==> src/include/slice_params.svh <==
// integer slice sizing: data width, register count and issue queue depth
`ifndef SLICE_PARAMS_SVH
`define SLICE_PARAMS_SVH

// data and pc width
`define SLICE_XLEN 32

// architectural register file
`define SLICE_NREGS 32
`define SLICE_RIDX 5

// issue queue entries
`define SLICE_IQ_DEPTH 4

`endif

==> src/logic/uop_pkg.sv <==
// front-end types of the integer slice: fetch packet, alu opcodes and micro-op
`include "slice_params.svh"

package uop_pkg;

    // instruction word and its pc as fetched
    typedef struct packed {
        logic [31:0]             instr;
        logic [`SLICE_XLEN-1:0]  pc;
    } fetch_t;

    // low three bits follow funct3, bit 3 is the funct7 alternate form
    typedef enum logic [3:0] {
        op_add  = 4'b0000,
        op_sll  = 4'b0001,
        op_slt  = 4'b0010,
        op_sltu = 4'b0011,
        op_xor  = 4'b0100,
        op_srl  = 4'b0101,
        op_or   = 4'b0110,
        op_and  = 4'b0111,
        op_sub  = 4'b1000,
        op_sra  = 4'b1101
    } alu_op_e;

    // operand b is rs2 or the extended immediate
    typedef struct packed {
        alu_op_e                 op;
        logic [`SLICE_RIDX-1:0]  rd;
        logic [`SLICE_XLEN-1:0]  a;
        logic [`SLICE_XLEN-1:0]  b;
        logic                    writes_rd;
        logic [`SLICE_XLEN-1:0]  pc;
    } uop_t;

endpackage

==> src/logic/commit_pkg.sv <==
// back-end types of the integer slice: the result presented at commit
`include "slice_params.svh"

package commit_pkg;

    // one committed alu result
    typedef struct packed {
        logic [`SLICE_XLEN-1:0]  pc;
        logic [`SLICE_RIDX-1:0]  rd;
        logic                    writes_rd;
        logic [`SLICE_XLEN-1:0]  value;
    } result_t;

endpackage

==> src/logic/ifid_stage.sv <==
// if/id pipeline register, one entry with stall hold and flush to empty
`timescale 1ns/1ns

module ifid_stage (
    input  logic            clk,
    input  logic            reset,
    input  logic            flush,
    input  logic            fetch_valid,
    output logic            fetch_ready,
    input  uop_pkg::fetch_t fetch,
    output logic            ifid_valid,
    input  logic            ifid_ready,
    output uop_pkg::fetch_t ifid
);

    logic load;

    // free when empty or when the held packet leaves this cycle
    assign fetch_ready = !ifid_valid || ifid_ready;
    assign load        = fetch_valid && fetch_ready;

    always_ff @(posedge clk or posedge reset) begin
        if (reset) begin
            ifid_valid <= 1'b0;
        end else if (flush) begin
            ifid_valid <= 1'b0;
        end else if (load) begin
            ifid_valid <= 1'b1;
        end else if (ifid_ready) begin
            ifid_valid <= 1'b0;
        end
    end

    always_ff @(posedge clk) begin
        if (load) begin
            ifid <= fetch;
        end
    end

endmodule

==> src/logic/decode_stage.sv <==
// decode stage: rv32i op/op-imm decoder, register file and busy-bit scoreboard
`timescale 1ns/1ns
`include "slice_params.svh"

module decode_stage (
    input  logic                clk,
    input  logic                reset,
    input  logic                flush,
    input  logic                ifid_valid,
    output logic                ifid_ready,
    input  uop_pkg::fetch_t     ifid,
    output logic                uop_valid,
    input  logic                uop_ready,
    output uop_pkg::uop_t       uop,
    input  logic                commit_en,
    input  commit_pkg::result_t commit
);

    localparam logic [6:0] OPC_OP = 7'b0110011;

    logic [`SLICE_XLEN-1:0]  regs [`SLICE_NREGS];
    logic [`SLICE_NREGS-1:0] busy;

    logic [6:0]              opcode;
    logic [2:0]              funct3;
    logic [`SLICE_RIDX-1:0]  rs1;
    logic [`SLICE_RIDX-1:0]  rs2;
    logic [`SLICE_RIDX-1:0]  rd;
    logic                    is_op;
    logic                    is_shift;
    logic                    alt;
    logic [`SLICE_XLEN-1:0]  rs1_val;
    logic [`SLICE_XLEN-1:0]  rs2_val;
    logic [`SLICE_XLEN-1:0]  imm;
    logic                    hazard;
    logic                    uop_fire;
    logic                    wb_en;

    assign opcode   = ifid.instr[6:0];
    assign rd       = ifid.instr[11:7];
    assign funct3   = ifid.instr[14:12];
    assign rs1      = ifid.instr[19:15];
    assign rs2      = ifid.instr[24:20];
    assign is_op    = (opcode == OPC_OP);
    assign is_shift = (funct3 == 3'b001) || (funct3 == 3'b101);

    // funct7 bit 5 selects sub only for register form, sra for both forms
    assign alt = ifid.instr[30] && ((is_op && funct3 == 3'b000) || funct3 == 3'b101);

    // x0 reads as zero
    assign rs1_val = (rs1 == '0) ? '0 : regs[rs1];
    assign rs2_val = (rs2 == '0) ? '0 : regs[rs2];

    // shift immediates carry only the shamt
    assign imm = is_shift ? {{(`SLICE_XLEN-5){1'b0}}, ifid.instr[24:20]}
                          : {{(`SLICE_XLEN-12){ifid.instr[31]}}, ifid.instr[31:20]};

    // raw on sources, waw on rd keeps busy clears in order
    assign hazard = busy[rs1] || (is_op && busy[rs2]) || busy[rd];

    assign uop_valid  = ifid_valid && !hazard;
    assign ifid_ready = uop_ready && !hazard;
    assign uop_fire   = uop_valid && uop_ready;
    assign wb_en      = commit_en && commit.writes_rd && !flush;

    always_comb begin
        uop.op        = uop_pkg::alu_op_e'({alt, funct3});
        uop.rd        = rd;
        uop.a         = rs1_val;
        uop.b         = is_op ? rs2_val : imm;
        uop.writes_rd = (rd != '0);
        uop.pc        = ifid.pc;
    end

    // scoreboard, a new producer wins over a commit clear
    always_ff @(posedge clk or posedge reset) begin
        if (reset) begin
            busy <= '0;
        end else if (flush) begin
            busy <= '0;
        end else begin
            if (commit_en && commit.writes_rd) begin
                busy[commit.rd] <= 1'b0;
            end
            if (uop_fire && uop.writes_rd) begin
                busy[rd] <= 1'b1;
            end
        end
    end

    // architectural state, written only at commit
    always_ff @(posedge clk or posedge reset) begin
        if (reset) begin
            for (int i = 0; i < `SLICE_NREGS; i++) begin
                regs[i] <= '0;
            end
        end else if (wb_en) begin
            regs[commit.rd] <= commit.value;
        end
    end

endmodule

==> src/logic/issue_queue.sv <==
// in-order issue queue of micro-ops, circular buffer cleared by flush
`timescale 1ns/1ns
`include "slice_params.svh"

module issue_queue (
    input  logic          clk,
    input  logic          reset,
    input  logic          flush,
    input  logic          uop_valid,
    output logic          uop_ready,
    input  uop_pkg::uop_t uop,
    output logic          iq_valid,
    input  logic          iq_ready,
    output uop_pkg::uop_t iq_uop
);

    localparam int DEPTH = `SLICE_IQ_DEPTH;
    localparam int PTR_W = (DEPTH > 1) ? $clog2(DEPTH) : 1;
    localparam int CNT_W = $clog2(DEPTH + 1);

    uop_pkg::uop_t    mem [DEPTH];
    logic [PTR_W-1:0] rd_ptr;
    logic [PTR_W-1:0] wr_ptr;
    logic [CNT_W-1:0] count;
    logic             full;
    logic             push;
    logic             pop;

    assign full     = (count == CNT_W'(DEPTH));
    assign iq_valid = (count != '0);
    assign iq_uop   = mem[rd_ptr];

    // a full queue still takes a push when the head leaves
    assign uop_ready = !full || iq_ready;
    assign push      = uop_valid && uop_ready;
    assign pop       = iq_valid && iq_ready;

    always_ff @(posedge clk or posedge reset) begin
        if (reset) begin
            rd_ptr <= '0;
            wr_ptr <= '0;
            count  <= '0;
        end else if (flush) begin
            rd_ptr <= '0;
            wr_ptr <= '0;
            count  <= '0;
        end else begin
            if (push) begin
                wr_ptr <= (wr_ptr == PTR_W'(DEPTH - 1)) ? '0 : wr_ptr + 1'b1;
            end
            if (pop) begin
                rd_ptr <= (rd_ptr == PTR_W'(DEPTH - 1)) ? '0 : rd_ptr + 1'b1;
            end
            if (push && !pop) begin
                count <= count + 1'b1;
            end else if (pop && !push) begin
                count <= count - 1'b1;
            end
        end
    end

    always_ff @(posedge clk) begin
        if (push) begin
            mem[wr_ptr] <= uop;
        end
    end

endmodule

==> src/logic/alu_exec.sv <==
// alu execute stage with a result register held under back-pressure
`timescale 1ns/1ns
`include "slice_params.svh"

module alu_exec (
    input  logic                clk,
    input  logic                reset,
    input  logic                flush,
    input  logic                iq_valid,
    output logic                iq_ready,
    input  uop_pkg::uop_t       iq_uop,
    output logic                result_valid,
    input  logic                result_ready,
    output commit_pkg::result_t result,
    output logic                commit_en,
    output commit_pkg::result_t commit
);

    logic [`SLICE_XLEN-1:0] a;
    logic [`SLICE_XLEN-1:0] b;
    logic [4:0]             shamt;
    logic [`SLICE_XLEN-1:0] value;
    logic                   pop;

    assign a     = iq_uop.a;
    assign b     = iq_uop.b;
    assign shamt = b[4:0];

    always_comb begin
        case (iq_uop.op)
            uop_pkg::op_add:  value = a + b;
            uop_pkg::op_sub:  value = a - b;
            uop_pkg::op_sll:  value = a << shamt;
            uop_pkg::op_slt:  value = {{(`SLICE_XLEN-1){1'b0}}, $signed(a) < $signed(b)};
            uop_pkg::op_sltu: value = {{(`SLICE_XLEN-1){1'b0}}, a < b};
            uop_pkg::op_xor:  value = a ^ b;
            uop_pkg::op_srl:  value = a >> shamt;
            uop_pkg::op_sra:  value = $unsigned($signed(a) >>> shamt);
            uop_pkg::op_or:   value = a | b;
            uop_pkg::op_and:  value = a & b;
            default:          value = '0;
        endcase
    end

    // room when empty or when the held result is taken now
    assign iq_ready = !result_valid || result_ready;
    assign pop      = iq_valid && iq_ready;

    always_ff @(posedge clk or posedge reset) begin
        if (reset) begin
            result_valid <= 1'b0;
        end else if (flush) begin
            result_valid <= 1'b0;
        end else if (pop) begin
            result_valid <= 1'b1;
        end else if (result_ready) begin
            result_valid <= 1'b0;
        end
    end

    always_ff @(posedge clk) begin
        if (pop) begin
            result.pc        <= iq_uop.pc;
            result.rd        <= iq_uop.rd;
            result.writes_rd <= iq_uop.writes_rd;
            result.value     <= value;
        end
    end

    // acceptance at the commit port is the commit point
    assign commit_en = result_valid && result_ready;
    assign commit    = result;

endmodule

==> src/logic/int_slice_top.sv <==
// integer slice top: if/id register, decode, issue queue and alu execute
`timescale 1ns/1ns

module int_slice_top (
    input  logic                clk,
    input  logic                reset,
    input  logic                flush,
    input  logic                fetch_valid,
    output logic                fetch_ready,
    input  uop_pkg::fetch_t     fetch,
    output logic                result_valid,
    input  logic                result_ready,
    output commit_pkg::result_t result
);

    logic                ifid_valid;
    logic                ifid_ready;
    uop_pkg::fetch_t     ifid;
    logic                uop_valid;
    logic                uop_ready;
    uop_pkg::uop_t       uop;
    logic                iq_valid;
    logic                iq_ready;
    uop_pkg::uop_t       iq_uop;
    logic                commit_en;
    commit_pkg::result_t commit;

    ifid_stage i_ifid (
        .clk         (clk),
        .reset       (reset),
        .flush       (flush),
        .fetch_valid (fetch_valid),
        .fetch_ready (fetch_ready),
        .fetch       (fetch),
        .ifid_valid  (ifid_valid),
        .ifid_ready  (ifid_ready),
        .ifid        (ifid)
    );

    decode_stage i_decode (
        .clk        (clk),
        .reset      (reset),
        .flush      (flush),
        .ifid_valid (ifid_valid),
        .ifid_ready (ifid_ready),
        .ifid       (ifid),
        .uop_valid  (uop_valid),
        .uop_ready  (uop_ready),
        .uop        (uop),
        .commit_en  (commit_en),
        .commit     (commit)
    );

    issue_queue i_iq (
        .clk       (clk),
        .reset     (reset),
        .flush     (flush),
        .uop_valid (uop_valid),
        .uop_ready (uop_ready),
        .uop       (uop),
        .iq_valid  (iq_valid),
        .iq_ready  (iq_ready),
        .iq_uop    (iq_uop)
    );

    alu_exec i_alu (
        .clk          (clk),
        .reset        (reset),
        .flush        (flush),
        .iq_valid     (iq_valid),
        .iq_ready     (iq_ready),
        .iq_uop       (iq_uop),
        .result_valid (result_valid),
        .result_ready (result_ready),
        .result       (result),
        .commit_en    (commit_en),
        .commit       (commit)
    );

endmodule

==> config.mk <==
export PLATFORM = sky130hd
export DESIGN_NAME = int_slice_top
export DESIGN_NICKNAME = d
export VERILOG_FILES = /design/src/logic/uop_pkg.sv /design/src/logic/commit_pkg.sv /design/src/logic/ifid_stage.sv /design/src/logic/decode_stage.sv /design/src/logic/issue_queue.sv /design/src/logic/alu_exec.sv /design/src/logic/int_slice_top.sv
export VERILOG_INCLUDE_DIRS = /design/src /design/src/include
export SDC_FILE = /design/constraint.sdc
export NUM_CORES = 2
export LEC_CHECK = 0
export BUFFER_PORTS_ARGS = -buffer_cell sky130_fd_sc_hd__buf_2
export CAP_MARGIN = 20
export CORE_ASPECT_RATIO = 0.75
export CORE_MARGIN = 8
export CORE_UTILIZATION = 45
export DETAILED_ROUTE_END_ITERATION = 16
export SLEW_MARGIN = 20
export SYNTH_ARGS = -nofsm -noshare
export SYNTH_HDL_FRONTEND = slang
export SYNTH_HIERARCHICAL = 1
export SYNTH_SLANG_ARGS = --single-unit
==> constraint.sdc <==
create_clock -name clk -period 49.1 [get_ports clk]
set_input_delay 7.365 -clock clk [delete_from_list [all_inputs] [get_ports clk]]
set_output_delay 7.365 -clock clk [all_outputs]
set_load 0.1 [all_outputs]
==> flow_metrics.env <==
export IMPL_cts_resized=0
export IMPL_drv_cap=0
export IMPL_clockBufferDepth=3
export IMPL_cp_top_family="simple AND/OR/NAND/NOR gates"
export IMPL_max_freq_mhz=59.9
export IMPL_grt_pass1_wl_um=389000
export IMPL_syn2layout_area_growth_pct=8.81
export IMPL_place_gp_congestion=0.975
export IMPL_ant_nets=0
export IMPL_synth_avg_cell_area_um2=15.1
export IMPL_crit_type="in2out"
export IMPL_cts_tree="built"
export IMPL_worstPathCellList="buf_2 > nand2b_1 > nor4b_2 > inv_1 > nor3b_1 > nand2b_4 > buf_2"
export IMPL_synthCells=5715
export IMPL_cp_end_kind="output pin"
export IMPL_fin_setup_tns_ns=0
export IMPL_finalWirelength_um=265000
export IMPL_path_max_fanout=11
export IMPL_p_leak_nw=38.9
export IMPL_post_cts_buffers=0
export IMPL_synth_edff_count=558
export IMPL_cp_buffers_inverters=3
export IMPL_min_period_ns=16.69
export IMPL_ys_seq_area_share_pct=50.2
export IMPL_hold_violations=0
export IMPL_share_comb_of_total_power_pct=36.3
export IMPL_num_io_pins=141
export IMPL_post_synth_top_count_cell="dfrtp_1"
export IMPL_initial_core_util_pct=45.2
export IMPL_routedWlPerCell_um=32.2
export IMPL_tightest_slew_ns=1.21
export IMPL_cpMostUsedCell="buf_2"
export IMPL_stdcell_count=8217
export IMPL_cts_buffers=158
export IMPL_p_int_w=0.00298
export IMPL_remaining_drc_errors=0
export IMPL_clock_latency_ns=0.82
export IMPL_hp_class="reg2reg"
export IMPL_vias=53549
export IMPL_antenna_found_initial=9
export IMPL_rsz0062_at_grt="false"
export IMPL_start_kind="input pin"
export IMPL_synth_area_mm2=0.0864
export IMPL_slew_headroom_pct=19.2
export IMPL_cpPeakStageDelay_ns=0.45
export IMPL_ys_seq_elements=1623
export IMPL_drtIter0Drc=6257
export IMPL_die_area_mm2=0.206
export IMPL_dpl_cell_count=7921
export IMPL_hpwl_um=158000
export IMPL_gr_total_overflow=0
export IMPL_ys_flop_type="dfrtp_1"
export IMPL_hold_buffers=0
export IMPL_p_switching_w=0.00184
export IMPL_status="complete, no violations"
export IMPL_htree_levels=4
export IMPL_coreArea_mm2=0.191
export IMPL_die_w_um=522
export IMPL_slowest_stage="nor3b_1"
export IMPL_nNetsFinal=5723
export IMPL_io_buffers=140
export IMPL_netlist_top_cells_count="1065 x dfrtp_1, 1019 x mux2_2, 794 x mux4_2"
export IMPL_synth_top_area_share_pct=30.8
export IMPL_grt_max_degree=161
export IMPL_period_share_pct=34.0
export IMPL_worst_clock_skew_ns=0.0435
export IMPL_synthTopCellsByArea="dfrtp_1 31%, mux4_2 21%, edfxtp_1 19%, mux2_2 13%, ha_1 1.5%"
export IMPL_clk_pin_slew_ns=0.06
export IMPL_power_density_mw_per_mm2=51.3
export IMPL_numClockSinks=1623
export IMPL_clockRootBuffer="clkbuf_16"
export IMPL_grt_pass1_vias=53368
export IMPL_p_seq_share_pct=37.6
export IMPL_yosysWarningCount=6
export IMPL_drtPass1Iterations=6
export IMPL_yosysTopAreaCell="dfrtp_1"
export IMPL_viasPerCell=6.52
export IMPL_row_count=139
export IMPL_die_h_um=396
export IMPL_p_total_w=0.00482
export IMPL_synth_net_count=5889
export IMPL_cp_arrival_ns=9.33
export IMPL_fin_util_pct=49.2
export IMPL_switching_share_pct=38.2
export IMPL_synthArstFlopShare_pct=65.6
export IMPL_grtUsageTotal_pct=25.4
export IMPL_setup_viol=0
export IMPL_slew_violations=0
export IMPL_ir_drop_v=0.0000447
export IMPL_clkPwrFrac_pct=26.1
export IMPL_cp_required_ns=41.74
export IMPL_synthDistinctLibCells=92
export IMPL_drive_gt1_share_pct=42.8
==> path summary, 6_finish.rpt <==
path	start	endpoint	cells past startpoint	slack, ns
max in group asynchronous	reset	i_decode/regs[77]	7	37.70
setup reg to reg	i_iq/rd_ptr[0]	i_alu/commit[27]	14	42.61
min in group asynchronous	reset	i_ifid/ifid_valid	2	6.45
setup / recovery	result_ready	fetch_ready	7	32.41
hold / removal	i_ifid/ifid[27]	i_iq/mem[1][27]	0	0.49
hold reg to reg	i_ifid/ifid[27]	i_iq/mem[1][27]	0	0.49
==> placed cells by master (no fill, tap or decap), types with 11 or more instances in the layout <==
master | synthesis | routed
o22ai_1 | 22 | 22
o31ai_1 | 19 | 19
o21ai_1 | 11 | 11
ha_1 | 102 | 102
clkbuf_1 | 235 | 31
mux2i_1 | 127 | 127
o211ai_1 | 22 | 22
edfxtp_1 | 558 | 558
mux4_2 | 794 | 792
o21ai_0 | 156 | 156
clkinv_1 | 1 | 11
a22oi_1 | 41 | 41
mux2_2 | 1019 | 1019
clkbuf_16 | 0 | 158
a211oi_1 | 30 | 30
or3_1 | 25 | 25
buf_4 | 150 | 133
buf_2 | 179 | 140
a211o_1 | 14 | 14
a21oi_1 | 152 | 152
inv_1 | 111 | 110
buf_8 | 0 | 12
nand2_1 | 146 | 146
nand2b_1 | 12 | 12
nor2_1 | 268 | 243
dfrtp_1 | 1065 | 1063
nor2_4 | 0 | 33
nor2b_1 | 46 | 46
a31oi_1 | 14 | 14
nand3b_1 | 15 | 15
clkbuf_8 | 0 | 31
nand3_1 | 51 | 51
clkinv_2 | 0 | 26
nor3_1 | 44 | 42
xnor2_1 | 15 | 15
mux2_1 | 17 | 17
==> final cells by class <==
class	count	area [um2]
tap	2538	3180
multi-input combinational	3357	39600
sequential	1623	43400
inverter	115	439
antenna	3	7.51
fill	16175	97100
clock buffer	220	4500
timing repair buffer	294	2040
clock inverter	67	846
==> power by group through the flow <==
stage	Sequential (W)	Combinational, W	Clock (W)
CTS	0.00183	0.00170	0.00129
detailed placement	0.00185	0.00169	0
finish	0.00181	0.00175	0.00126
global route	0.00184	0.00185	0.00134
global placement	0.00185	0.00165	0
floorplan	0.00177	0.00132	0
==> per-layer routing <==
layer	global-route usage [%]	vias up	part of all wire, %
li1	-	21748	-
met5	0	-	0.0045
met4	5.88	2	2.5
met1	39.1	29031	45
met2	36.8	2407	43
met3	5.70	361	8.8
==> per-stage QoR <==
step           hold slack [ns]  cell area [um2]  setup WS, ns
4_1_cts                  0.488            93900         32.40
3_5_place_dp             0.486            88600         32.42
2_1_floorplan            0.471            86400         12.01
6_report                 0.490            94000         32.41
5_1_grt                  0.516            94000         32.34
3_3_place_gp             0.472            88500         32.48
==> sequential cells by signal, indices dropped and copies added (netlist names) <==
name / cells
i_decode/regs: 1024
i_alu/commit: 70
i_iq/count: 3
i_iq/rd_ptr: 2
i_decode/busy: 32
i_iq/mem: 424
i_iq/wr_ptr: 2
i_alu/result_valid: 1
i_ifid/ifid_valid: 1
i_ifid/ifid: 64
==> cells by family (layout without fill, tap and decap cells) <==
logic type / after synthesis / after routing / share of synthesized area, %
simple gates: 688 / 688 / 3.75
mux: 1957 / 1957 / 35.7
flops: 1623 / 1623 / 50.2
buf+inv: 735 / 696 / 4.25
other cells: 0 / 3 / 0
fa+ha+maj: 105 / 105 / 1.55
xor+xnor: 19 / 19 / 0.193
compound gates: 588 / 588 / 4.36
Power figures use the tool's default switching activity.
